===== src/hdl/sdp_ram.sv =====
module sdp_ram #(
	parameter int WIDTH = 8,
	parameter int DEPTH = 256,
	parameter int AW = $clog2(DEPTH)
) (
	input  logic clk,
	input  logic rst_n,
	input  logic en,
	input  logic we,
	input  logic [AW-1:0] waddr,
	input  logic [AW-1:0] raddr,
	input  logic [WIDTH-1:0] wdata,
	output logic [WIDTH-1:0] rdata
);

	logic [WIDTH-1:0] mem [DEPTH];

	// small tables live in flops, so reset clears every row at once
	always_ff @(posedge clk) begin
		if (!rst_n) begin
			for (int i = 0; i < DEPTH; i++) begin
				mem[i] <= '0;
			end
			rdata <= '0;
		end else begin
			// read sees the old row on a same-cycle write
			if (en) begin
				rdata <= mem[raddr];
			end
			if (we) begin
				mem[waddr] <= wdata;
			end
		end
	end

	a_waddr_range: assert property (@(posedge clk) disable iff (!rst_n)
		we |-> int'(waddr) < DEPTH);

endmodule


===== config.mk =====
export PLATFORM = sky130hd
export DESIGN_NAME = sdp_ram
export DESIGN_NICKNAME = d
export VERILOG_FILES = /design/src/hdl/sdp_ram.sv
export SDC_FILE = /design/constraint.sdc
export NUM_CORES = 2
export LEC_CHECK = 0
export ABC_AREA = 0
export BUFFER_PORTS_ARGS = -buffer_cell sky130_fd_sc_hd__buf_4
export CAP_MARGIN = 20
export CORE_MARGIN = 2
export CORE_UTILIZATION = 55
export CTS_CLUSTER_DIAMETER = 150
export CTS_CLUSTER_SIZE = 10
export DETAILED_ROUTE_END_ITERATION = 6
export PLACE_DENSITY = 0.75
export SKIP_CTS_REPAIR_TIMING = 1
export SLEW_MARGIN = 20
export SYNTH_ARGS = -nofsm -noshare
export SYNTH_HDL_FRONTEND = slang
export SYNTH_SLANG_ARGS = --single-unit

===== constraint.sdc =====
create_clock -name clk -period 4.5 [get_ports clk]
set_clock_uncertainty 0.1 [all_clocks]
set_input_delay 0.45 -clock clk [delete_from_list [all_inputs] [get_ports clk]]
set_output_delay 0.45 -clock clk [all_outputs]
set_load 0.01 [all_outputs]

Word level (Yosys, flattened, before mapping):

Memory sizes are Yosys's and may differ from the RTL's. A register that Yosys moved wholly into a read port is not among the register bits.
Index checks and enable logic that the tools add are counted.

* bits in registers: 0
* memory bits (writable): 2048
* input port bits: 28
* output and inout bits: 8
* word-level logic and storage cells: 10
* memories kept: 1

* muxes and demuxes: 7
* reduce and logical (&&, ||, !) cells: 2

Memories
* mem: depth 256, bits a word 8, rd ports 1, clocked after Yosys merged registers in 1, write ports 256, RTL line 16 `logic [WIDTH-1:0] mem [DEPTH];`

Operators by type and width (number)
* 8-bit 2-to-1 mux: 2
* 8-bit OR reduction: 1
* 1-bit 2-to-1 mux: 5
* 1-bit zero test: 1

Longest topological paths before layout:

* word-level depth: 5
* gate-level depth with buffers: 13
* gate-level depth less buffers: 7

Least setup slack after synthesis:

Ideal clock, no wire load.

* path kind: input-to-reg
* start point: input rst_n
* end point: memory mem[251][0], enable pin
* setup time: 0.384 ns
* arrival time: 2.446 ns
* required time: 4.016 ns
* path slack: 1.570 ns
* stages on the path: 8
* buffers on the path: 4
* cell sequence: clkbuf_1 > and2_1 > clkbuf_1 > and3_1 > nand3_1 > clkbuf_1 > clkbuf_1 > o21ai_0

RTL lines
* start: declaration: RTL line 7 `input logic rst_n,`
* end: declaration: RTL line 16

==> flow_metrics.env <==
export IMPL_crit_path_frequent_cell="buf_4"
export IMPL_power_internal_mw=32.2
export IMPL_critPathLaunch="raddr[0]"
export IMPL_cts_tree="done"
export IMPL_globalplace_congestion=0.964
export IMPL_hold_viol=1
export IMPL_synth_top_area_share_pct=64.3
export IMPL_io_buffer_count=35
export IMPL_synthMostInstantiatedCell="and2_1"
export IMPL_yosysTopAreaCell="edfxtp_1"
export IMPL_worstSkewPairLatency_ns=0.88
export IMPL_start_kind="input pin"
export IMPL_avgSynthCellArea_sq_um=14.6
export IMPL_grt_max_degree=146
export IMPL_yosysWarningCount=0
export IMPL_async_flop_share_pct=0
export IMPL_sw_frac_of_total_pct=23.2
export IMPL_final_cell_area_sq_um=106000
export IMPL_min_path_type="input pin to flip-flop"
export IMPL_via_per_inst=6.42
export IMPL_multi_input_area_sq_um=31200
export IMPL_start_util_pct=55.2
export IMPL_final_period_utilization_pct=71.2
export IMPL_p_sw_mw=9.73
export IMPL_num_nets_final=6743
export IMPL_coreArea_sq_um=173000
export IMPL_power_frac_comb_pct=8.0
export IMPL_synth_commonest_cells="and2_1, edfxtp_1, mux4_2"
export IMPL_dieWidth_um=421
export IMPL_wl_per_cell_um=30.4
export IMPL_cts_max_level=4
export IMPL_antenna_found_initial=13
export IMPL_crit_path_top_delay_cell="a2111oi_1"
export IMPL_drive_gt1_share_pct=16.8
export IMPL_ys_flop_type="edfxtp_1"
export IMPL_first_iter_violations=8739
export IMPL_crit_type="input pin to flip-flop"
export IMPL_grt_first_pass_wirelength_mm=402
export IMPL_cp_required_ns=5.15
export IMPL_rsz0062_at_grt="false"
export IMPL_cts_clk_slew_worst_paths_ns=0.06
export IMPL_dieArea_sq_um=177000
export IMPL_io_pins=36
export IMPL_cp_top_family="buffers and inverters"
export IMPL_dpl_cell_area_sq_um=99800
export IMPL_yosysSeqAreaShare_pct=64.4
export IMPL_synth_seq_cells=2056
export IMPL_synth_area_leaders="edfxtp_1, and2_1, mux4_2"
export IMPL_seq_area_sq_um=61700
export IMPL_maxCapViolCount=0
export IMPL_status="finished, violations left"
export IMPL_dp_hpwl_mm=182
export IMPL_cts_num_sinks=2056
export IMPL_synth_cells=6552
export IMPL_end_kind="flip-flop"
export IMPL_grt_usage_pct=31.1
export IMPL_slew_viol_final=0
export IMPL_slowest_delay_ns=0.78
export IMPL_critical_path_buf_inv_count=5
export IMPL_grt_overflow_total=0
export IMPL_power_frac_seq_pct=53.2
export IMPL_reg2reg_from="mem[81][2]"
export IMPL_slew_headroom_pct=19.4
export IMPL_whs_ns=-0.0201
export IMPL_final_setup_viol_count=0
export IMPL_fmax_ghz=0.312
export IMPL_drt_drc_violations_left=29
export IMPL_synth_edf_count=2048
export IMPL_ir_drop_mv=0.450
export IMPL_clockBufferDepth=3
export IMPL_failed_checks="design-rule violations, negative hold slack"
export IMPL_total_power_mw=41.9
export IMPL_worstMarginPinSlew_ns=1.21
export IMPL_tns_ns=0
export IMPL_synth_cell_types=68
export IMPL_final_antenna_net_count=0
export IMPL_syn_to_final_growth_pct=10.7
export IMPL_powerDensity_nw_per_um2=396
export IMPL_grt_pass1_vias=57800
export IMPL_fp_dieH_um=421
export IMPL_critPathArrivalTime_ns=3.86
export IMPL_placementRows=153
export IMPL_hold_start="raddr[3]"
export IMPL_utilization_pct=61.1
export IMPL_dr_total_vias=58500
export IMPL_power_share_clock_pct=38.7
export IMPL_dr_pass1_iters=7
export IMPL_syn_nets=6580
export IMPL_crit_fanout=25
export IMPL_syn_area_sq_um=95700
export IMPL_cts_root_buf="clkbuf_16"
export IMPL_wirelength_mm=277
export IMPL_path_cells="buf_8 > buf_12 > buf_4 > buf_4 > mux2i_1 > o22ai_1 > a2111oi_1 > buf_4 > a211oi_1 > a221o_1"
export IMPL_p_leak_nw=36.8
export IMPL_layout_min_cycle_time_ns=3.20
export IMPL_cts_buffers=223
export IMPL_fillers=12600
-- cell families after synthesis --
group           count (synthesis)  synth area share (%)
simple gates                 2614                  15.9
flops                        2056                  64.4
mux                           688                  12.4
compound gates                645                  4.24
buf+inv                       549                  3.03
-- flip-flops by register name, indices dropped and copies added, names as in the netlist --
register and count:
mem 2048, rdata 8
-- cell type report --
class                      count  area share, %
inverter                       5         0.0224
clock buffer                 272           5.50
timing repair buffer         482           3.79
antenna                       12         0.0283
sequential                  2056           58.2
tap                         2325           2.75
multi-input combinational   3947           29.5
clock inverter                13          0.260
-- cells in the final DEF (no fill, tap or decap), types with 90 or more instances in the layout --
cell type / netlist / routed
nand2_1: 111 / 110
o21ai_0: 286 / 284
buf_4: 21 / 444
mux4_2: 381 / 381
edfxtp_1: 2048 / 2048
and2_1: 2053 / 2053
clkbuf_16: 0 / 226
mux2i_1: 292 / 292
o22ai_1: 90 / 90
nor2_1: 300 / 296
-- routing by layer --
layer	track usage, %	share of wire, %
met5	0.538	0.057
met2	48.6	46
met4	17.2	6.4
met1	40.4	35
met3	7.54	12
-- per-stage QoR --
stage | worst slack [ns] | hold slack [ns] | std cells
detailed placement | 0.563 | 0.506 | 8815
global route | 1.41 | 0.0199 | 9102
finish | 1.30 | -0.0201 | 9112
floorplan | 1.57 | 0.406 | 6552
global placement | 0.281 | 0.511 | 8813
CTS | 1.46 | -0.0847 | 9100
-- power groups by stage --
stage | clock network [mW] | registers (mW) | logic, mW
after floorplan | 0 | 22.5 | 1.93
after global placement | 0 | 22.6 | 3.25
after detailed placement | 0 | 22.7 | 3.28
after CTS | 16.3 | 22.3 | 3.30
after global routing | 17.0 | 22.4 | 3.44
final | 16.2 | 22.3 | 3.37
-- worst paths after layout --
| kind | endpoint | slack, ns | cells after the start |
|---|---|---|---|
| setup / recovery | rdata[3] | 1.30 | 10 |
| hold / removal | rdata[2] | -0.02 | 4 |
| setup reg to reg | rdata[2] | 1.40 | 6 |
| hold reg to reg | rdata[6] | 0.53 | 2 |
-- worst register-to-register path: cells and delay by family, from the launching register on --
family / cells / cell delay [ns]
AO/OA/AOI/OAI: 3 / 1.60
multiplexers: 2 / 0.83
flip-flops: 1 / 0.37
AND/OR/NAND/NOR: 1 / 0.09
(Power assumes the default switching activity.)
