## src/hdl/tage_consts.svh

```systemverilog
`ifndef TAGE_CONSTS_SVH
`define TAGE_CONSTS_SVH

// tagged banks
`define TAGE_BANKS 4
`define TAGE_IDX_W 8
`define TAGE_TAG_W 8
`define TAGE_CTR_W 3
`define TAGE_U_W 2

// bimodal base table
`define TAGE_BASE_IDX_W 10
`define TAGE_BASE_CTR_W 2

// global history and the length each bank sees
`define TAGE_GHIST_W 32
`define TAGE_HIST_LEN0 4
`define TAGE_HIST_LEN1 8
`define TAGE_HIST_LEN2 16
`define TAGE_HIST_LEN3 32

`define TAGE_PC_W 32

`endif

```

## src/hdl/tage_pkg.sv

```systemverilog
`include "tage_consts.svh"

package tage_pkg;

	typedef logic [`TAGE_PC_W-1:0] pc_t;
	typedef logic [`TAGE_IDX_W-1:0] tage_idx_t;
	typedef logic [`TAGE_TAG_W-1:0] tage_tag_t;
	typedef logic [`TAGE_CTR_W-1:0] tage_ctr_t;
	typedef logic [`TAGE_U_W-1:0] tage_u_t;
	typedef logic [`TAGE_BASE_IDX_W-1:0] base_idx_t;
	typedef logic [`TAGE_BASE_CTR_W-1:0] base_ctr_t;
	typedef logic [`TAGE_GHIST_W-1:0] ghist_t;

	typedef struct packed {
		tage_tag_t tag;
		tage_ctr_t ctr;
		tage_u_t u;
	} tage_entry_t;

	// one lookup, handed back at resolve
	typedef struct packed {
		tage_idx_t [`TAGE_BANKS-1:0] idx;
		tage_tag_t [`TAGE_BANKS-1:0] tag;
		// stored tag of each row read, kept so a u decay rewrites it unchanged
		tage_tag_t [`TAGE_BANKS-1:0] rd_tag;
		logic [`TAGE_BANKS-1:0] hit;
		logic [`TAGE_BANKS-1:0] u_nz;
		tage_ctr_t [`TAGE_BANKS-1:0] ctr;
		tage_u_t [`TAGE_BANKS-1:0] u;
		logic provider_hit;
		logic [1:0] provider;
		base_idx_t base_idx;
		base_ctr_t base_ctr;
		logic pred_taken;
		logic base_taken;
	} tage_meta_t;

endpackage

```

## src/hdl/tage_index_hash.sv

```systemverilog
`include "tage_consts.svh"

module tage_index_hash #(
	parameter int BANK = 0
) (
	input  tage_pkg::pc_t pc,
	input  tage_pkg::tage_idx_t idx_fold,
	input  tage_pkg::tage_tag_t tag_fold1,
	input  logic [`TAGE_TAG_W-2:0] tag_fold2,
	output tage_pkg::tage_idx_t idx,
	output tage_pkg::tage_tag_t tag
);

	localparam int SHIFT = 10 + BANK;

	tage_pkg::pc_t pc_shr;
	tage_pkg::tage_idx_t pc_lo;
	tage_pkg::tage_tag_t fold2_shl;

	// word address bits, byte offset dropped
	assign pc_lo = pc[`TAGE_IDX_W+1:2];

	// each bank mixes in a different slice of the upper pc
	assign pc_shr = pc >> SHIFT;

	assign idx = pc_lo ^ pc_shr[`TAGE_IDX_W-1:0] ^ idx_fold;

	// second fold is one bit narrower
	assign fold2_shl = {tag_fold2, 1'b0};

	assign tag = pc_lo ^ tag_fold1 ^ fold2_shl;

endmodule

```

## config.mk

```make
export PLATFORM = sky130hd
export DESIGN_NAME = tage_index_hash
export DESIGN_NICKNAME = d
export VERILOG_FILES = /design/src/hdl/tage_pkg.sv /design/src/hdl/tage_index_hash.sv
export VERILOG_INCLUDE_DIRS = /design/src /design/src/hdl
export SDC_FILE = /design/constraint.sdc
export NUM_CORES = 1
export LEC_CHECK = 0
export CAP_MARGIN = 5
export CELL_PAD_IN_SITES_DETAIL_PLACEMENT = 0
export CELL_PAD_IN_SITES_GLOBAL_PLACEMENT = 1
export CORE_AREA = 8 8 45 47
export DETAILED_ROUTE_END_ITERATION = 16
export DIE_AREA = 0 0 53 55
export DONT_BUFFER_PORTS = 1
export PLACE_DENSITY_LB_ADDON = 0.1
export SYNTH_ARGS = -nofsm -noshare
export SYNTH_HDL_FRONTEND = slang
export SYNTH_SLANG_ARGS = --single-unit
```

## constraint.sdc

```tcl
create_clock -name vclk -period 1.8
set_input_delay 0.54 -clock vclk [all_inputs]
set_output_delay 0.54 -clock vclk [all_outputs]
set_load 0.02 [all_outputs]
```

# ---- After elaboration in Yosys (flattened, before gate mapping)
# Cells that the tools add are included.
dict set report word_totals {
  register_bits 0
}
dict set report classes {
  bitwise_logic 4
}
# operator n
set op_table {}
lappend op_table {{$xor A8 B8 Y8} 4}

# ---- Logic depth before layout (Yosys ltp)
dict set report depth {
  word_depth 2
  ltp_mapped 1
  ltp_nobuf 1
}

# ---- Least setup slack after synthesis
# No wires, ideal clock.
dict set report synth_timing {
  kind {input port to output port}
  startpoint {input port pc[2]}
  endpoint {output port idx[0]}
  path_slack_ns 0.242
  required_time_ns 1.260
  arrival_time_ns 1.018
  stages 1
  cell_sequence {xor3_1}
}
dict set report synth_via {
  elab_chain_len 2
}
# element line
set synth_lines {}
lappend synth_lines {{start: declaration} tage_index_hash.sv:6} ;# input tage_pkg::pc_t pc,
lappend synth_lines {{$xor A8 B8 Y8 (2 in a row)} tage_index_hash.sv:26} ;# assign idx = pc_lo ^ pc_shr[`TAGE_IDX_W-1:0] ^ idx_fold;
lappend synth_lines {{end: declaration} tage_index_hash.sv:10} ;# output tage_pkg::tage_idx_t idx,
# No other way between the ends.

# ---- Final worst setup path
dict set report layout_timing {
  startpoint {input port pc[17]}
  endpoint {output port idx[7]}
}
# Same word-level chain as after synthesis.

==> impl_results.rst <==
.. list-table::
   :header-rows: 1

   * - Metric
     - Value
   * - Met1 Routed Length
     - around 200 um
   * - Hold_buf cts
     - 0
   * - Max-capacitance violation count
     - 0
   * - Top sig layer
     - met3
   * - Startpoint type of the worst setup path
     - input pin
   * - Area of all placed cells without fillers
     - 385 um^2
   * - Required time at the endpoint of the critical path
     - 1.26 ns
   * - Post-route clock period utilization
     - 88.2%
   * - Wire length of the first global-routing pass
     - 1.23 mm
   * - Sequential standard cell area
     - 0 um^2
   * - Post-CTS Setup Inserts
     - 0
   * - Total routing usage reported by global routing
     - about 6.0%
   * - Cell area after synthesis
     - ~370 um^2
   * - Highest cell delay on the worst timing path
     - 0.51 ns
   * - Post-placement cell area
     - 385 um^2
   * - Setup repair after global routing missed its margin
     - no
   * - Highest ir drop seen on vdd
     - 119 uV
   * - Category of the worst setup path capture point
     - output port
   * - Final critical path time including I/O delays and setup
     - 1.59 ns
   * - Final hold vios
     - 0
   * - Setup-violating endpoint count in the final report
     - 0
   * - Distinct cell type count after synthesis
     - 2
   * - Commonest cells after routing, fill and taps aside
     - 15 x xor3_1, 1 x xor2_1
   * - Mean instance size in the synthesized netlist
     - 22.8 um^2
   * - Antenna violations before repair
     - 0
   * - Worst min-delay path category
     - input pin to output port
   * - Average wire per cell in the routed design
     - between 30 and 40 um
   * - Final design utilization
     - 27.8%
   * - First-pass DRT Iterations
     - 1
   * - Power, Total
     - 0.184 mW
   * - Number of max-slew violations in the final report
     - 0
   * - Fin Setup TNS
     - 0 ns
   * - Most frequent standard cell in the layout excluding fill and tap cells
     - xor3_1
   * - Filler instances
     - around 140
   * - Io pins
     - 71
   * - Post-detailed-route count of antenna-violating nets
     - 0
   * - Die area
     - between 2000 and 3000 um^2
   * - Detailed route wirelength on metal2
     - 646 um
   * - Buf/Inv on CP
     - 0
   * - Initial core utilization
     - 26.4%
   * - Clock buffer instance count of the final layout
     - 0
   * - Floorplan row count
     - 14
   * - Final WL
     - 1.08 mm
   * - Count of cells resized by post-cts repair
     - 0
   * - Worst relative slew slack
     - just under 70%
   * - Max Freq
     - 630 MHz
   * - Transition at the pin with the smallest max-transition slack
     - 0.454 ns
   * - Number of global-route vias before repair
     - 212
   * - Sum of overflow across all layers after global routing
     - 0
   * - Cell count after synthesis
     - 16
   * - Category of the most critical setup path
     - input pin to output port
   * - Power per standard cell area
     - 476 nW/um^2
   * - Worst path slowest cell
     - xor3_1
   * - Maximum fanout count along the critical path
     - 1
   * - Height of the die
     - 55 um
   * - Timing endpoint of the critical path
     - idx[7]
   * - Average vias per placed instance
     - 4.91
   * - Violation count after the first detailed-routing iteration
     - 0
   * - Number of nets produced by synthesis
     - 71
   * - Path length in cells of the critical path
     - 1
   * - Cells along the critical path
     - xor3_1
   * - Layout overhead on the synthesized area
     - 5.48%
   * - Share of final-layout standard cells stronger than drive strength 1
     - 0%
   * - Data arrival time of the critical path
     - 1.05 ns
   * - Number of warnings printed during yosys synthesis
     - 0
   * - Met3 wire length
     - 231 um
   * - Fin nets
     - 73
   * - Pin count of the biggest net entering global routing
     - 3
   * - Die W
     - 53 um
   * - Number of sequential cells
     - 0
   * - Number of antenna cells inserted
     - 0
   * - Critical Path Source
     - pc[17]
   * - Sequential element share of the synthesized area
     - 0%
   * - Family of cells with the greatest summed delay on the critical path
     - XOR/XNOR gates
   * - Core ar.
     - 1380 um^2
   * - Port Buf Inserts
     - 0
   * - Gpl congestion
     - 0.559
   * - Status
     - finished clean
   * - Vias post-DR
     - 157
   * - Static leakage
     - 0.233 nW
   * - DRC violation count after routing
     - 0
## Yosys cell counts
library cell | instances | area, um^2
xor3_1 | 15 | 357
xor2_1 | 1 | 8.76
## worst min-delay path by stage
stage,start,to,depth (start not counted)
finish,pc[2],tag[0],1
floorplan,pc[2],tag[0],1
detailed placement,pc[2],tag[0],1
global placement,pc[2],tag[0],1
CTS,pc[2],tag[0],1
global route,pc[2],tag[0],1
## layout make-up
class | instances | area (um^2) | area share (%)
Multi-Input combinational cell | 16 | 365 | 94.8
Tap cell | 16 | 20.0 | 5.19
## through the flow
stage,hold slack [ns],worst slack [ns],cells
after floorplan,1.20,0.242,16
after detailed placement,1.22,0.193,32
after global placement,1.22,0.201,32
after CTS,1.22,0.193,32
after global routing,1.23,0.200,32
final,1.21,0.212,32
## layer usage
| metal | track usage (%) | up-vias |
|---|---|---|
| met5 | 0 | - |
| met4 | 0 | 0 |
| met3 | 5.08 | 0 |
| met2 | 13.7 | 27 |
| met1 | 3.13 | 67 |
| li1 | - | 63 |
## logic make-up after synthesis
logic type / synth area share, %
xor gates and xnor gates: 100
## report_power, final
part | internal [mW] | switching [mW]
sequential | 0 | 0
clock | 0 | 0
combinational | 0.0898 | 0.0937
total | 0.0898 | 0.0937
(Power assumes the default switching activity.)
