**src/hdl/tage_consts.svh**
```systemverilog
`ifndef TAGE_CONSTS_SVH
`define TAGE_CONSTS_SVH

// tagged banks
`define TAGE_BANKS 4
`define TAGE_IDX_W 8
`define TAGE_TAG_W 8
`define TAGE_CTR_W 3
`define TAGE_U_W 2

// bimodal base table
`define TAGE_BASE_IDX_W 10
`define TAGE_BASE_CTR_W 2

// global history and the length each bank sees
`define TAGE_GHIST_W 32
`define TAGE_HIST_LEN0 4
`define TAGE_HIST_LEN1 8
`define TAGE_HIST_LEN2 16
`define TAGE_HIST_LEN3 32

`define TAGE_PC_W 32

`endif

```
**src/hdl/tage_pkg.sv**
```systemverilog
`include "tage_consts.svh"

package tage_pkg;

	typedef logic [`TAGE_PC_W-1:0] pc_t;
	typedef logic [`TAGE_IDX_W-1:0] tage_idx_t;
	typedef logic [`TAGE_TAG_W-1:0] tage_tag_t;
	typedef logic [`TAGE_CTR_W-1:0] tage_ctr_t;
	typedef logic [`TAGE_U_W-1:0] tage_u_t;
	typedef logic [`TAGE_BASE_IDX_W-1:0] base_idx_t;
	typedef logic [`TAGE_BASE_CTR_W-1:0] base_ctr_t;
	typedef logic [`TAGE_GHIST_W-1:0] ghist_t;

	typedef struct packed {
		tage_tag_t tag;
		tage_ctr_t ctr;
		tage_u_t u;
	} tage_entry_t;

	// one lookup, handed back at resolve
	typedef struct packed {
		tage_idx_t [`TAGE_BANKS-1:0] idx;
		tage_tag_t [`TAGE_BANKS-1:0] tag;
		// stored tag of each row read, kept so a u decay rewrites it unchanged
		tage_tag_t [`TAGE_BANKS-1:0] rd_tag;
		logic [`TAGE_BANKS-1:0] hit;
		logic [`TAGE_BANKS-1:0] u_nz;
		tage_ctr_t [`TAGE_BANKS-1:0] ctr;
		tage_u_t [`TAGE_BANKS-1:0] u;
		logic provider_hit;
		logic [1:0] provider;
		base_idx_t base_idx;
		base_ctr_t base_ctr;
		logic pred_taken;
		logic base_taken;
	} tage_meta_t;

endpackage

```
**src/hdl/tage_history.sv**
```systemverilog
`include "tage_consts.svh"

module tage_history (
	input  logic clk,
	input  logic rst_n,
	input  logic shift_en,
	input  logic taken,
	output tage_pkg::ghist_t ghist,
	output tage_pkg::tage_idx_t [`TAGE_BANKS-1:0] idx_folds,
	output tage_pkg::tage_tag_t [`TAGE_BANKS-1:0] tag_folds1,
	output logic [`TAGE_BANKS-1:0][`TAGE_TAG_W-2:0] tag_folds2
);

	localparam int IDX_W = `TAGE_IDX_W;
	localparam int TAG1_W = `TAGE_TAG_W;
	localparam int TAG2_W = `TAGE_TAG_W - 1;
	localparam int HIST_LEN [`TAGE_BANKS] = '{`TAGE_HIST_LEN0, `TAGE_HIST_LEN1,
		`TAGE_HIST_LEN2, `TAGE_HIST_LEN3};

	tage_pkg::tage_idx_t [`TAGE_BANKS-1:0] idx_next;
	tage_pkg::tage_tag_t [`TAGE_BANKS-1:0] tag1_next;
	logic [`TAGE_BANKS-1:0][TAG2_W-1:0] tag2_next;

	// rotate by one, new bit in at 0, drop the bit leaving the bank's window
	for (genvar b = 0; b < `TAGE_BANKS; b++) begin : g_fold
		localparam int LEN = HIST_LEN[b];
		logic old_bit;

		assign old_bit = ghist[LEN-1];
		assign idx_next[b] = {idx_folds[b][IDX_W-2:0], idx_folds[b][IDX_W-1] ^ taken}
			^ (IDX_W'(old_bit) << (LEN % IDX_W));
		assign tag1_next[b] = {tag_folds1[b][TAG1_W-2:0], tag_folds1[b][TAG1_W-1] ^ taken}
			^ (TAG1_W'(old_bit) << (LEN % TAG1_W));
		assign tag2_next[b] = {tag_folds2[b][TAG2_W-2:0], tag_folds2[b][TAG2_W-1] ^ taken}
			^ (TAG2_W'(old_bit) << (LEN % TAG2_W));
	end

	always_ff @(posedge clk) begin
		if (!rst_n) begin
			ghist <= '0;
			idx_folds <= '0;
			tag_folds1 <= '0;
			tag_folds2 <= '0;
		end else if (shift_en) begin
			ghist <= {ghist[`TAGE_GHIST_W-2:0], taken};
			idx_folds <= idx_next;
			tag_folds1 <= tag1_next;
			tag_folds2 <= tag2_next;
		end
	end

endmodule

```
**config.mk**
```make
export PLATFORM = sky130hd
export DESIGN_NAME = tage_history
export DESIGN_NICKNAME = d
export VERILOG_FILES = /design/src/hdl/tage_pkg.sv /design/src/hdl/tage_history.sv
export VERILOG_INCLUDE_DIRS = /design/src /design/src/hdl
export SDC_FILE = /design/constraint.sdc
export NUM_CORES = 1
export LEC_CHECK = 0
export ABC_AREA = 0
export BUFFER_PORTS_ARGS = -buffer_cell sky130_fd_sc_hd__buf_2
export CORE_MARGIN = 2
export CORE_UTILIZATION = 56
export CTS_BUF_LIST = sky130_fd_sc_hd__clkbuf_4
export DETAILED_ROUTE_END_ITERATION = 16
export PLACE_DENSITY = 0.83
export SETUP_SLACK_MARGIN = 0.3
export SKIP_CTS_REPAIR_TIMING = 1
export SYNTH_ARGS = -nofsm -noshare
export SYNTH_HDL_FRONTEND = slang
export SYNTH_SLANG_ARGS = --single-unit
```
**constraint.sdc**
```tcl
create_clock -name clk -period 1.15 [get_ports clk]
set_input_delay 0.0575 -clock clk [delete_from_list [all_inputs] [get_ports clk]]
set_output_delay 0.0575 -clock clk [all_outputs]
set_load 0.05 [all_outputs]
```
# [Word-level counts from Yosys, hierarchy flattened]
# Index checks and enable logic that the tools add are counted.
[word_totals] reg_bits=124 input_bits=4 output_inout_bits=124 elab_cells=37
[op_classes] bitwise_logic=24
[ops] op="$xor 8x1->8" count=6
[ops] op="$xor 8x5->8" count=2
[ops] op="$xor 7x5->7" count=2
[ops] op="$xor 1x1->1" count=12
[ops] op="$xor 7x2->7" count=1
[ops] op="$xor 7x3->7" count=1

# [Depth between registers and ports, before layout]
[logic_depth] depth_word=2 depth_mapped=6 mapped_depth_nobuf=3

# [Least setup slack after synthesis]
# No wires, ideal clock.
[synth_path] kind="register to register" start="register ghist[3]" end="register idx_folds[4] in the netlist's numbering" setup_ps=116 arrival_time_ps=1165 required_ps=1034 slack_ps=-131 path_stages_with_launch=5 path_buffers=1 period_less_slack_ps=1281 cell_sequence="dfxtp_1 clkbuf_1 xnor2_1 nand2_1 o211a_1"
[synth_between] elab_chain_len=1
[synth_rtl] element="start: declaration" line="tage_history.sv:8" text="output tage_pkg::ghist_t ghist,"
[synth_rtl] element="start signal: assignment" line="tage_history.sv:45" text="ghist <= {ghist[`TAGE_GHIST_W-2:0], taken};"
[synth_rtl] element="$xor 8x5->8" line="tage_history.sv:31" text="^ (IDX_W'(old_bit) << (LEN % IDX_W));"
[synth_rtl] element="end signal: assignment" line="tage_history.sv:46" text="idx_folds <= idx_next;"
[synth_rtl] element="end: declaration" line="tage_history.sv:9" text="output tage_pkg::tage_idx_t [`TAGE_BANKS-1:0] idx_folds,"
# No other way between the ends.
# A chain may end at the register's enable or synchronous reset.

# [Worst setup path after layout]
[layout_path] start="register ghist[23]" end="output port ghist[23]"
# No word-level cell between the ends.

==> flow_summary.ini <==
[status]
status = complete, but fails checks
violations = hold timing

[power]
power.density_nw_per_um2 = 1080
ir_worst_vdd_mv = 0.665
p_leak_nw = 3.44

[placed_design]
dp_slack_ns = 0.0976
placed_area_sq_um = 5780
post-dp-hpwl_mm = 6.79
dpl.cell_count = 671
gp_congestion = 0.756
port_buffers = 127

[global_route]
grt.overflow.total = 0
grt_pass1_vias = 3106
grtUsageTotal_pct = 18.8
antenna_found_initial = 0
grt_max_degree = 67
grt_first_pass_wirelength_mm = 15.3

[setup_path]
path_buf_inv = 1
required_ns = 1.09
crit_type = reg -> out
critPathTopFamily = flip-flops
cp-end-kind = output pin
path_cells = buf_8
worst-path-max-fanout = 3
max_stage_delay_ns = 0.39
rrSetupSlack_ns = 0.09
rr_startpoint = ghist[31]$_SDFFE_PN0P_
slowest_stage = dfxtp_2
r2r_cells = 3
r2r_end = tag_folds1[24]$_SDFFE_PN0P_
start_kind = flop
worstPathArrival_ns = 1.07

[floorplan]
io_pins = 128
fp.dieH_um = 103
die_width_um = 103
core_sq_um = 9640
core.rowCount = 36
fp.dieArea_sq_um = 10600
start_util_pct = 56.9

[route]
drc = 0
antenna_left = 0
drt_iter0_markers = 79
via_per_inst = 5.03
wl_mm = 12.7
wire_per_inst_um = 17.1
dr.pass1.iters = 4
vias = 3754

[sta]
worst_pin_slew_ns = 0.570
hold_slack_ns = -0.0190
worst_clock_skew_ns = 0.0115
max_freq_mhz = 887
period_share_pct = 98.1
worst_slack_ns = 0.0222
slew_headroom_pct = 62.0
final-hold-violation-count = 4
rsz0062_at_grt = true
final-setup-viol-count = 0
min_period_ns = 1.13
slew_violations = 0

[final_layout]
diodes = 0
layout_common_cells = 122 x buf_8, 106 x mux2i_1, 106 x nor2b_1, 77 x dfxtp_2, 47 x dfxtp_4
final_area_sq_um = 7940
final_cells = 747
drive_gt1_share_pct = 56.7
layout_commonest_cell = buf_8
fillers = 534
areaGrowthSynthToFinish_pct = 44.8
final_nets = 606

[clocking]
cts_made_buffers = 17
htree_num_levels = 4
tritoncts = yes
clock-sinks = 124
clk_pin_slew_worst_paths_ns = 0.11
cts_buffer_depth = 2
insertion_delay_ns = 0.52
root_buffer = clkbuf_4

[logic_synthesis]
yosysUniqueCellTypes = 16
ys_seq_area_share_pct = 45.3
synthTopCellsByArea = dfxtp_1 45%, mux2i_1 19%, nor2b_1 12%, buf_4 11%, buf_6 2.5%
synth.top_cell.area_share_pct = 45.3
synth_nets = 511
synth_area_sq_um = 5480
synth_area_leader_cell = dfxtp_1
syn_inst = 507
yosys_warnings = 0
avgSynthCellArea_sq_um = 10.8
synth-seq-cells = 124

[worst_hold_path]
hold_start = shift_en
holdPathEnd = tag_folds2[8]$_SDFFE_PN0P_
min_path_type = in -> reg
min_path_cells = 3

[job]
max_cap_violations = 0
==> cell usage after synthesis <==
cell type    n
buf_4       79
nor2b_1    106
clkbuf_1    13
nand3b_1     6
buf_8        1
xnor2_1     12
dfxtp_1    124
nand2_1     12
buf_6       12
nand3_1      6
nand4b_1     6
buf_2        3
o211a_1     12
xor2_1       3
mux2i_1    106
o211ai_1     6
==> logic make-up after synthesis <==
kind of cell	after synthesis	share of synthesized area (%)
AOI/OAI and AO/OA	18	3.01
xor gates and xnor gates	15	2.40
buffers and inverters	108	14.7
DFF	124	45.3
muxes	106	19.4
and+or+nand+nor	136	15.2
==> power breakdown <==
| group | total (mW) | switching, mW | internal [mW] | leakage, nW |
|---|---|---|---|---|
| Sequential | 4.39 | 0.0966 | 4.29 | 1.08 |
| Combinational | 1.08 | 0.583 | 0.498 | 2.20 |
| Clock | 3.13 | 1.56 | 1.57 | 0.162 |
==> layer usage <==
metal / vias up / share of wire, % / track usage (%)
met3: 28 / 5.0 / 5.97
met1: 1817 / 37 / 22.8
met2: 103 / 56 / 30.9
li1: 1806 / - / -
met4: 0 / 2.5 / 7.59
met5: - / 0 / 0
==> metrics by stage <==
stage / utilization [%] / total power [mW] / TNS, ns
after global routing: 82.4 / 8.89 / -0.455
after detailed placement: 60.0 / 5.37 / 0
after floorplan: - / 5.31 / 0
after global placement: 60.0 / 5.35 / 0
after CTS: 62.9 / 8.44 / -12.20
final: 82.4 / 8.60 / 0
==> cell type report <==
type | instances | area [sq um] | area share (%)
Clock buffer | 21 | 158 | 1.99
Multi-Input combinational cell | 275 | 2310 | 29.0
Clock inverter | 10 | 124 | 1.56
Tap cell | 133 | 166 | 2.10
Sequential cell | 124 | 2760 | 34.7
Timing Repair Buffer | 184 | 2430 | 30.6
==> sequential cells by signal, summed over array words and instances (netlist names) <==
name and flops:
ghist 32, idx_folds 32, tag_folds1 32, tag_folds2 28
==> how the worst max path moves through the flow <==
stage,to,slack [ns],cells past startpoint,startpoint
floorplan,idx_folds[4]$_SDFFE_PN0P_,0.19,4,ghist[3]$_SDFFE_PN0P_
global placement,tag_folds1[24]$_SDFFE_PN0P_,0.16,4,taken
detailed placement,idx_folds[24]$_SDFFE_PN0P_,0.1,4,taken
CTS,ghist[3],-0.18,1,ghist[3]$_SDFFE_PN0P_
global route,ghist[23],-0.04,1,ghist[23]$_SDFFE_PN0P_
finish,ghist[23],0.02,1,ghist[23]$_SDFFE_PN0P_
No activity file was read; power rests on OpenSTA's default activity.
