File: src/hdl/tage_consts.svh
`ifndef TAGE_CONSTS_SVH
`define TAGE_CONSTS_SVH

// tagged banks
`define TAGE_BANKS 4
`define TAGE_IDX_W 8
`define TAGE_TAG_W 8
`define TAGE_CTR_W 3
`define TAGE_U_W 2

// bimodal base table
`define TAGE_BASE_IDX_W 10
`define TAGE_BASE_CTR_W 2

// global history and the length each bank sees
`define TAGE_GHIST_W 32
`define TAGE_HIST_LEN0 4
`define TAGE_HIST_LEN1 8
`define TAGE_HIST_LEN2 16
`define TAGE_HIST_LEN3 32

`define TAGE_PC_W 32

`endif

File: src/hdl/tage_pkg.sv
`include "tage_consts.svh"

package tage_pkg;

	typedef logic [`TAGE_PC_W-1:0] pc_t;
	typedef logic [`TAGE_IDX_W-1:0] tage_idx_t;
	typedef logic [`TAGE_TAG_W-1:0] tage_tag_t;
	typedef logic [`TAGE_CTR_W-1:0] tage_ctr_t;
	typedef logic [`TAGE_U_W-1:0] tage_u_t;
	typedef logic [`TAGE_BASE_IDX_W-1:0] base_idx_t;
	typedef logic [`TAGE_BASE_CTR_W-1:0] base_ctr_t;
	typedef logic [`TAGE_GHIST_W-1:0] ghist_t;

	typedef struct packed {
		tage_tag_t tag;
		tage_ctr_t ctr;
		tage_u_t u;
	} tage_entry_t;

	// one lookup, handed back at resolve
	typedef struct packed {
		tage_idx_t [`TAGE_BANKS-1:0] idx;
		tage_tag_t [`TAGE_BANKS-1:0] tag;
		// stored tag of each row read, kept so a u decay rewrites it unchanged
		tage_tag_t [`TAGE_BANKS-1:0] rd_tag;
		logic [`TAGE_BANKS-1:0] hit;
		logic [`TAGE_BANKS-1:0] u_nz;
		tage_ctr_t [`TAGE_BANKS-1:0] ctr;
		tage_u_t [`TAGE_BANKS-1:0] u;
		logic provider_hit;
		logic [1:0] provider;
		base_idx_t base_idx;
		base_ctr_t base_ctr;
		logic pred_taken;
		logic base_taken;
	} tage_meta_t;

endpackage

File: src/hdl/sdp_ram.sv
module sdp_ram #(
	parameter int WIDTH = 8,
	parameter int DEPTH = 256,
	parameter int AW = $clog2(DEPTH)
) (
	input  logic clk,
	input  logic rst_n,
	input  logic en,
	input  logic we,
	input  logic [AW-1:0] waddr,
	input  logic [AW-1:0] raddr,
	input  logic [WIDTH-1:0] wdata,
	output logic [WIDTH-1:0] rdata
);

	logic [WIDTH-1:0] mem [DEPTH];

	// small tables live in flops, so reset clears every row at once
	always_ff @(posedge clk) begin
		if (!rst_n) begin
			for (int i = 0; i < DEPTH; i++) begin
				mem[i] <= '0;
			end
			rdata <= '0;
		end else begin
			// read sees the old row on a same-cycle write
			if (en) begin
				rdata <= mem[raddr];
			end
			if (we) begin
				mem[waddr] <= wdata;
			end
		end
	end

	a_waddr_range: assert property (@(posedge clk) disable iff (!rst_n)
		we |-> int'(waddr) < DEPTH);

endmodule

File: src/hdl/tage_table.sv
`include "tage_consts.svh"

module tage_table (
	input  logic clk,
	input  logic rst_n,
	input  logic en,
	input  tage_pkg::tage_idx_t lookup_idx,
	input  tage_pkg::tage_tag_t lookup_tag,
	input  logic we,
	input  tage_pkg::tage_idx_t wr_idx,
	input  tage_pkg::tage_entry_t wr_entry,
	output logic hit,
	output logic u_nz,
	output logic taken,
	output tage_pkg::tage_entry_t entry
);

	tage_pkg::tage_tag_t match_tag;

	// tag follows the row into the read stage
	always_ff @(posedge clk) begin
		if (en) begin
			match_tag <= lookup_tag;
		end
	end

	sdp_ram #(
		.WIDTH($bits(tage_pkg::tage_entry_t)),
		.DEPTH(1 << `TAGE_IDX_W)
	) u_ram (
		.clk(clk),
		.rst_n(rst_n),
		.en(en),
		.we(we),
		.waddr(wr_idx),
		.raddr(lookup_idx),
		.wdata(wr_entry),
		.rdata(entry)
	);

	assign hit = entry.tag == match_tag;
	assign u_nz = entry.u != '0;
	assign taken = entry.ctr[`TAGE_CTR_W-1];

endmodule

File: config.mk
export PLATFORM = sky130hd
export DESIGN_NAME = tage_table
export DESIGN_NICKNAME = d
export VERILOG_FILES = /design/src/hdl/tage_pkg.sv /design/src/hdl/sdp_ram.sv /design/src/hdl/tage_table.sv
export VERILOG_INCLUDE_DIRS = /design/src /design/src/hdl
export SDC_FILE = /design/constraint.sdc
export NUM_CORES = 2
export LEC_CHECK = 0
export BUFFER_PORTS_ARGS = -buffer_cell sky130_fd_sc_hd__buf_2
export CAP_MARGIN = 10
export CORE_MARGIN = 8
export CORE_UTILIZATION = 45
export CTS_CLUSTER_DIAMETER = 50
export CTS_CLUSTER_SIZE = 20
export DETAILED_ROUTE_END_ITERATION = 7
export HOLD_SLACK_MARGIN = 0.1
export SYNTH_ARGS = -nofsm -noshare
export SYNTH_HDL_FRONTEND = slang
export SYNTH_SLANG_ARGS = --single-unit
File: constraint.sdc
create_clock -name clk -period 3.6 [get_ports clk]
set_input_delay 0.54 -clock clk [delete_from_list [all_inputs] [get_ports clk]]
set_output_delay 0.54 -clock clk [all_outputs]
set_load 0.005 [all_outputs]
; Yosys cells after proc, flatten, opt, wreduce, memory -nomap -nowiden
; Memories as Yosys holds them, arrays and structs flattened. A register that Yosys moved wholly into a read port is not among the register bits.
; Index checks and enable logic that the tools add are counted.
[word_totals]
inputBits = 41
elab_cells = 13
out_inout_bits = 16
register_bits = 8
ramBits = 3328
n_memories = 1
[mem_list]
columns = memory, depth, width, rd, rd_clocked_by_memory_dff, wr, line_no
row1 = u_ram.mem, 256, 13, 1, 1, 256, sdp_ram.sv:16  ; logic [WIDTH-1:0] mem [DEPTH];
[op_classes]
eq_ne = 1
mux = 7
reduce_logical = 3
[op_table]
columns = cell, count
row1 = $mux W13, 1
row2 = $reduce_or A13 Y1, 1
row3 = $eq A8 B8 Y1, 1
row4 = $mux W8, 1
row5 = $mux W1, 5
row6 = $reduce_bool A2 Y1, 1
row7 = $logic_not A1 Y1, 1

; Longest topological paths before layout
[logic_depth]
ltp_word = 5
ltp_mapped = 14
depth_no_buf = 7

; Hierarchy
; From an unflattened synthesis, not the netlist that was laid out.
[hier_totals]
hier_cells = 10409
hier_area_um2 = 153938.9
[by_module_without_submodules]
columns = mod, seq_area_each_um2, n_inst, cells_each, area_per_inst_um2
row1 = sdp_ram, 100196.1, 1, 10388, 153598.6
row2 = tage_table, 240.2, 1, 21, 340.3

; Worst setup path after synthesis
; OpenSTA, ideal clock, no wires.
[synth_timing]
path_type = input port to flip-flop
startpoint = in rst_n
endpoint = mem u_ram.mem[251][0] in the netlist's numbering (enable)
setup_ns = 0.401
setup_slack_ns = 0.316
t_arrival_ns = 2.883
cell_stages = 8
n_path_buf = 4
t_required_ns = 3.199
path_cell_list = clkbuf_1 > and2_1 > clkbuf_1 > and3_1 > nand3_1 > clkbuf_1 > clkbuf_1 > o21ai_0
[synth_rtl]
columns = item, line_no
row1 = from (decl), tage_table.sv:5  ; input logic rst_n,
row2 = to (decl), sdp_ram.sv:16

==> results.toml <==
[power_and_ir_drop]
ir_drop_mv = 0.420
power_density_nw_per_um2 = 518
total_power_mw = 92.1
p_leak_nw = 62.8

[setup_path]
path_delay_family = "compound AO/OA/AOI/OAI gates"
cp.depth = 12
r2r_start = "u_ram.mem[172][5]$_SDFFCE_PN0P_"
crit_path_top_delay_cell = "nor4_1"
crit_fanout = 23
cp.arrival_ps = 4300
critical-path-max-stage-delay_ps = 1010
setup.worst_path.start = "lookup_idx[0]"
r2r_end = "u_ram.rdata[5]$_SDFFE_PN0P_"
path_common_cell = "buf_12"
r2r_setup_slack_ps = 430
cp.required_ps = 4480
reg2reg_depth = 8
crit_end = "u_ram.rdata[3]$_SDFFE_PN0P_"
worstSetupPathType = "in2reg"
crit_chain = "buf_12 -> buf_12 -> buf_12 -> buf_12 -> mux2i_1 -> o221ai_1 -> o22ai_1 -> a221oi_1 -> nand2_1 -> nor4_1 -> buf_4 -> a211o_1"
endpoint_kind = "register"
cp.buffers_inverters = 5
worst_setup_path_start_kind = "input pin"

[die]
rows = 215
ios = 57
die_w_um = 602
placeableCoreArea_um2 = 342000
die-area_um2 = 362000
start_util = 0.451
die_h_um = 602

[logic_synthesis]
synth_enable_flop_cells = 3336
yosysTopAreaCell = "edfxtp_1"
yosysMostFrequentCell = "and2_1"
synth-seq-area-share = 0.651
yosys_most_used_dff = "edfxtp_1"
yosys-top-cells-area = "edfxtp_1 65%, and2_1 14%, mux4_2 9.6%"
syn_avg_cell_area_um2 = 14.9
synth_area_um2 = 154000
synth_top_area_frac = 0.649
yosysUniqueCellTypes = 70
syn_inst = 10400
yosys-top-cells-count = "3338 x and2_1, 3336 x edfxtp_1, 830 x clkbuf_1, 658 x mux4_2, 412 x mux2i_1"
synth-seq-cells = 3349
yosys_warnings = 0
syn-num-nets = 10400
ys_async_sr_fraction = 0

[cells_and_area]
final_cell_count_no_fill = 15700
nets = 10900
area_growth_pct = 15.3
fin_util = 0.520
final_layout_size_suffix_gt1_frac = 0.222

[sta]
finalCritPeriodShare = 0.949
worstMarginPinSlew_ps = 1400
max_freq_mhz = 293
setup_viol = 0
hold_viol = 0
fin_skew_ps = 77.1
whs_ps = 170
fin_ws_ps = 182
rsz0062_at_grt = "no"
maxSlewViolCount = 0
slew_headroom = 0.0560
layout_min_cycle_time_ps = 3420

[route]
drtAntennaViolNets = 0
vias_per_cell = 5.97
drc = 0
drt_iter0_drc = 12200
vias = 93700
wl_mm = 505
wl_per_cell_um = 32.2
drt_first_pass_iters = 6

[global_routing]
grt_pass1_vias = 92900
grt_pass1_wl_mm = 709
antenna_found_initial = 34
overflow = 0
grt_use_total = 0.272
grt_max_degree = 120

[clock_network]
cts_setup_buffers = 0
clkTransAtPathRegs_ps = 60
tritoncts = "built"
cts_buffers = 360
clk_latency_ps = 960
cts.sinks = 3349
clk_root_buffer_cell = "clkbuf_16"
clk_path_buf_depth = 4
cts_max_level = 5

[flow_run]
max_cap_viol_count = 0

[placement]
gp_congestion = 0.938
dp.cells = 15000
pre_cts_slack_ps = -592
dp_hpwl_mm = 333
port-buffer-count = 56

[hold_path]
hold_class = "in2reg"

[status]
outcome = "completed"
[metrics by stage]
| step | instance area [um^2] | TNS [ps] |
|---|---|---|
| after global placement | 165000 | -5400 |
| after CTS | 178000 | 0 |
| final | 178000 | 0 |
| after detailed placement | 165000 | -3730 |
| after floorplan | 154000 | 0 |
| after global routing | 178000 | 0 |
[worst min path at each step]
| stage | startpoint | endpoint | cells past startpoint |
|---|---|---|---|
| 2_1_floorplan | u_ram.rdata[3]$_SDFFE_PN0P_ | u_ram.rdata[3]$_SDFFE_PN0P_ | 1 |
| 3_3_place_gp | u_ram.rdata[2]$_SDFFE_PN0P_ | u_ram.rdata[2]$_SDFFE_PN0P_ | 2 |
| 3_5_place_dp | u_ram.rdata[2]$_SDFFE_PN0P_ | u_ram.rdata[2]$_SDFFE_PN0P_ | 2 |
| 4_1_cts | en | match_tag[2]$_DFFE_PP_ | 2 |
| 5_1_grt | en | match_tag[1]$_DFFE_PP_ | 2 |
| 6_report | en | match_tag[0]$_DFFE_PP_ | 2 |
[area by class of cell]
type / instances / area, um^2
Timing Repair Buffer: 1144 / 10100
Fill cell: 28200 / 164000
Tap cell: 4557 / 5700
Clock buffer: 388 / 9280
Multi-Input combinational cell: 5968 / 48900
Sequential cell: 3349 / 100000
Clock inverter: 284 / 3320
Antenna cell: 5 / 12.5
Inverter: 4 / 25.0
[cell families after synthesis]
group / after synthesis / share of synthesized area
AND/OR/NAND/NOR: 4018 / 0.154
multiplexers: 1092 / 0.126
AO/OA/AOI/OAI: 850 / 0.0354
buffers and inverters: 1069 / 0.0329
XOR/XNOR: 8 / 0.000454
flip-flops: 3349 / 0.651
[where the power goes]
group | leakage, nW | internal (mW) | switching, mW
Clock | 6.09 | 21.9 | 17.4
Sequential | 31.8 | 44.7 | 0.618
Combinational | 25.0 | 2.66 | 4.71
[flip-flops by register name, indices dropped and copies added, names as in the netlist]
register     count
u_ram.mem     3328
u_ram.rdata     13
match_tag        8
[what timing repair did]
item,in CTS,in global routing
endpoints found under the hold margin,8,0
hold buffers,8,0
resized for setup,0,0
[cells in the final DEF (no fill, tap or decap), types with 39 or more instances in the layout]
| cell type | netlist | layout |
|---|---|---|
| o22ai_1 | 133 | 133 |
| edfxtp_1 | 3336 | 3336 |
| buf_2 | 66 | 39 |
| a21oi_1 | 77 | 77 |
| and2_1 | 3338 | 3337 |
| inv_8 | 0 | 47 |
| clkbuf_16 | 0 | 368 |
| mux2i_1 | 412 | 412 |
| nand3_1 | 58 | 47 |
| inv_6 | 0 | 61 |
| mux4_2 | 658 | 658 |
| o21ai_1 | 1 | 255 |
| nor3_1 | 62 | 61 |
| nand2_1 | 168 | 167 |
| a211oi_1 | 49 | 49 |
| o221ai_1 | 74 | 74 |
| buf_12 | 2 | 119 |
| buf_4 | 38 | 959 |
| o21ai_0 | 313 | 57 |
| a22oi_1 | 66 | 66 |
| nor2_1 | 303 | 300 |
[metal layers]
metal | GRT usage | part of all wire
met5 | 0 | 0.00011
met4 | 0.138 | 0.062
met3 | 0.0456 | 0.092
met2 | 0.434 | 0.47
met1 | 0.360 | 0.38
Note: power is estimated with default switching activity, not from simulation.
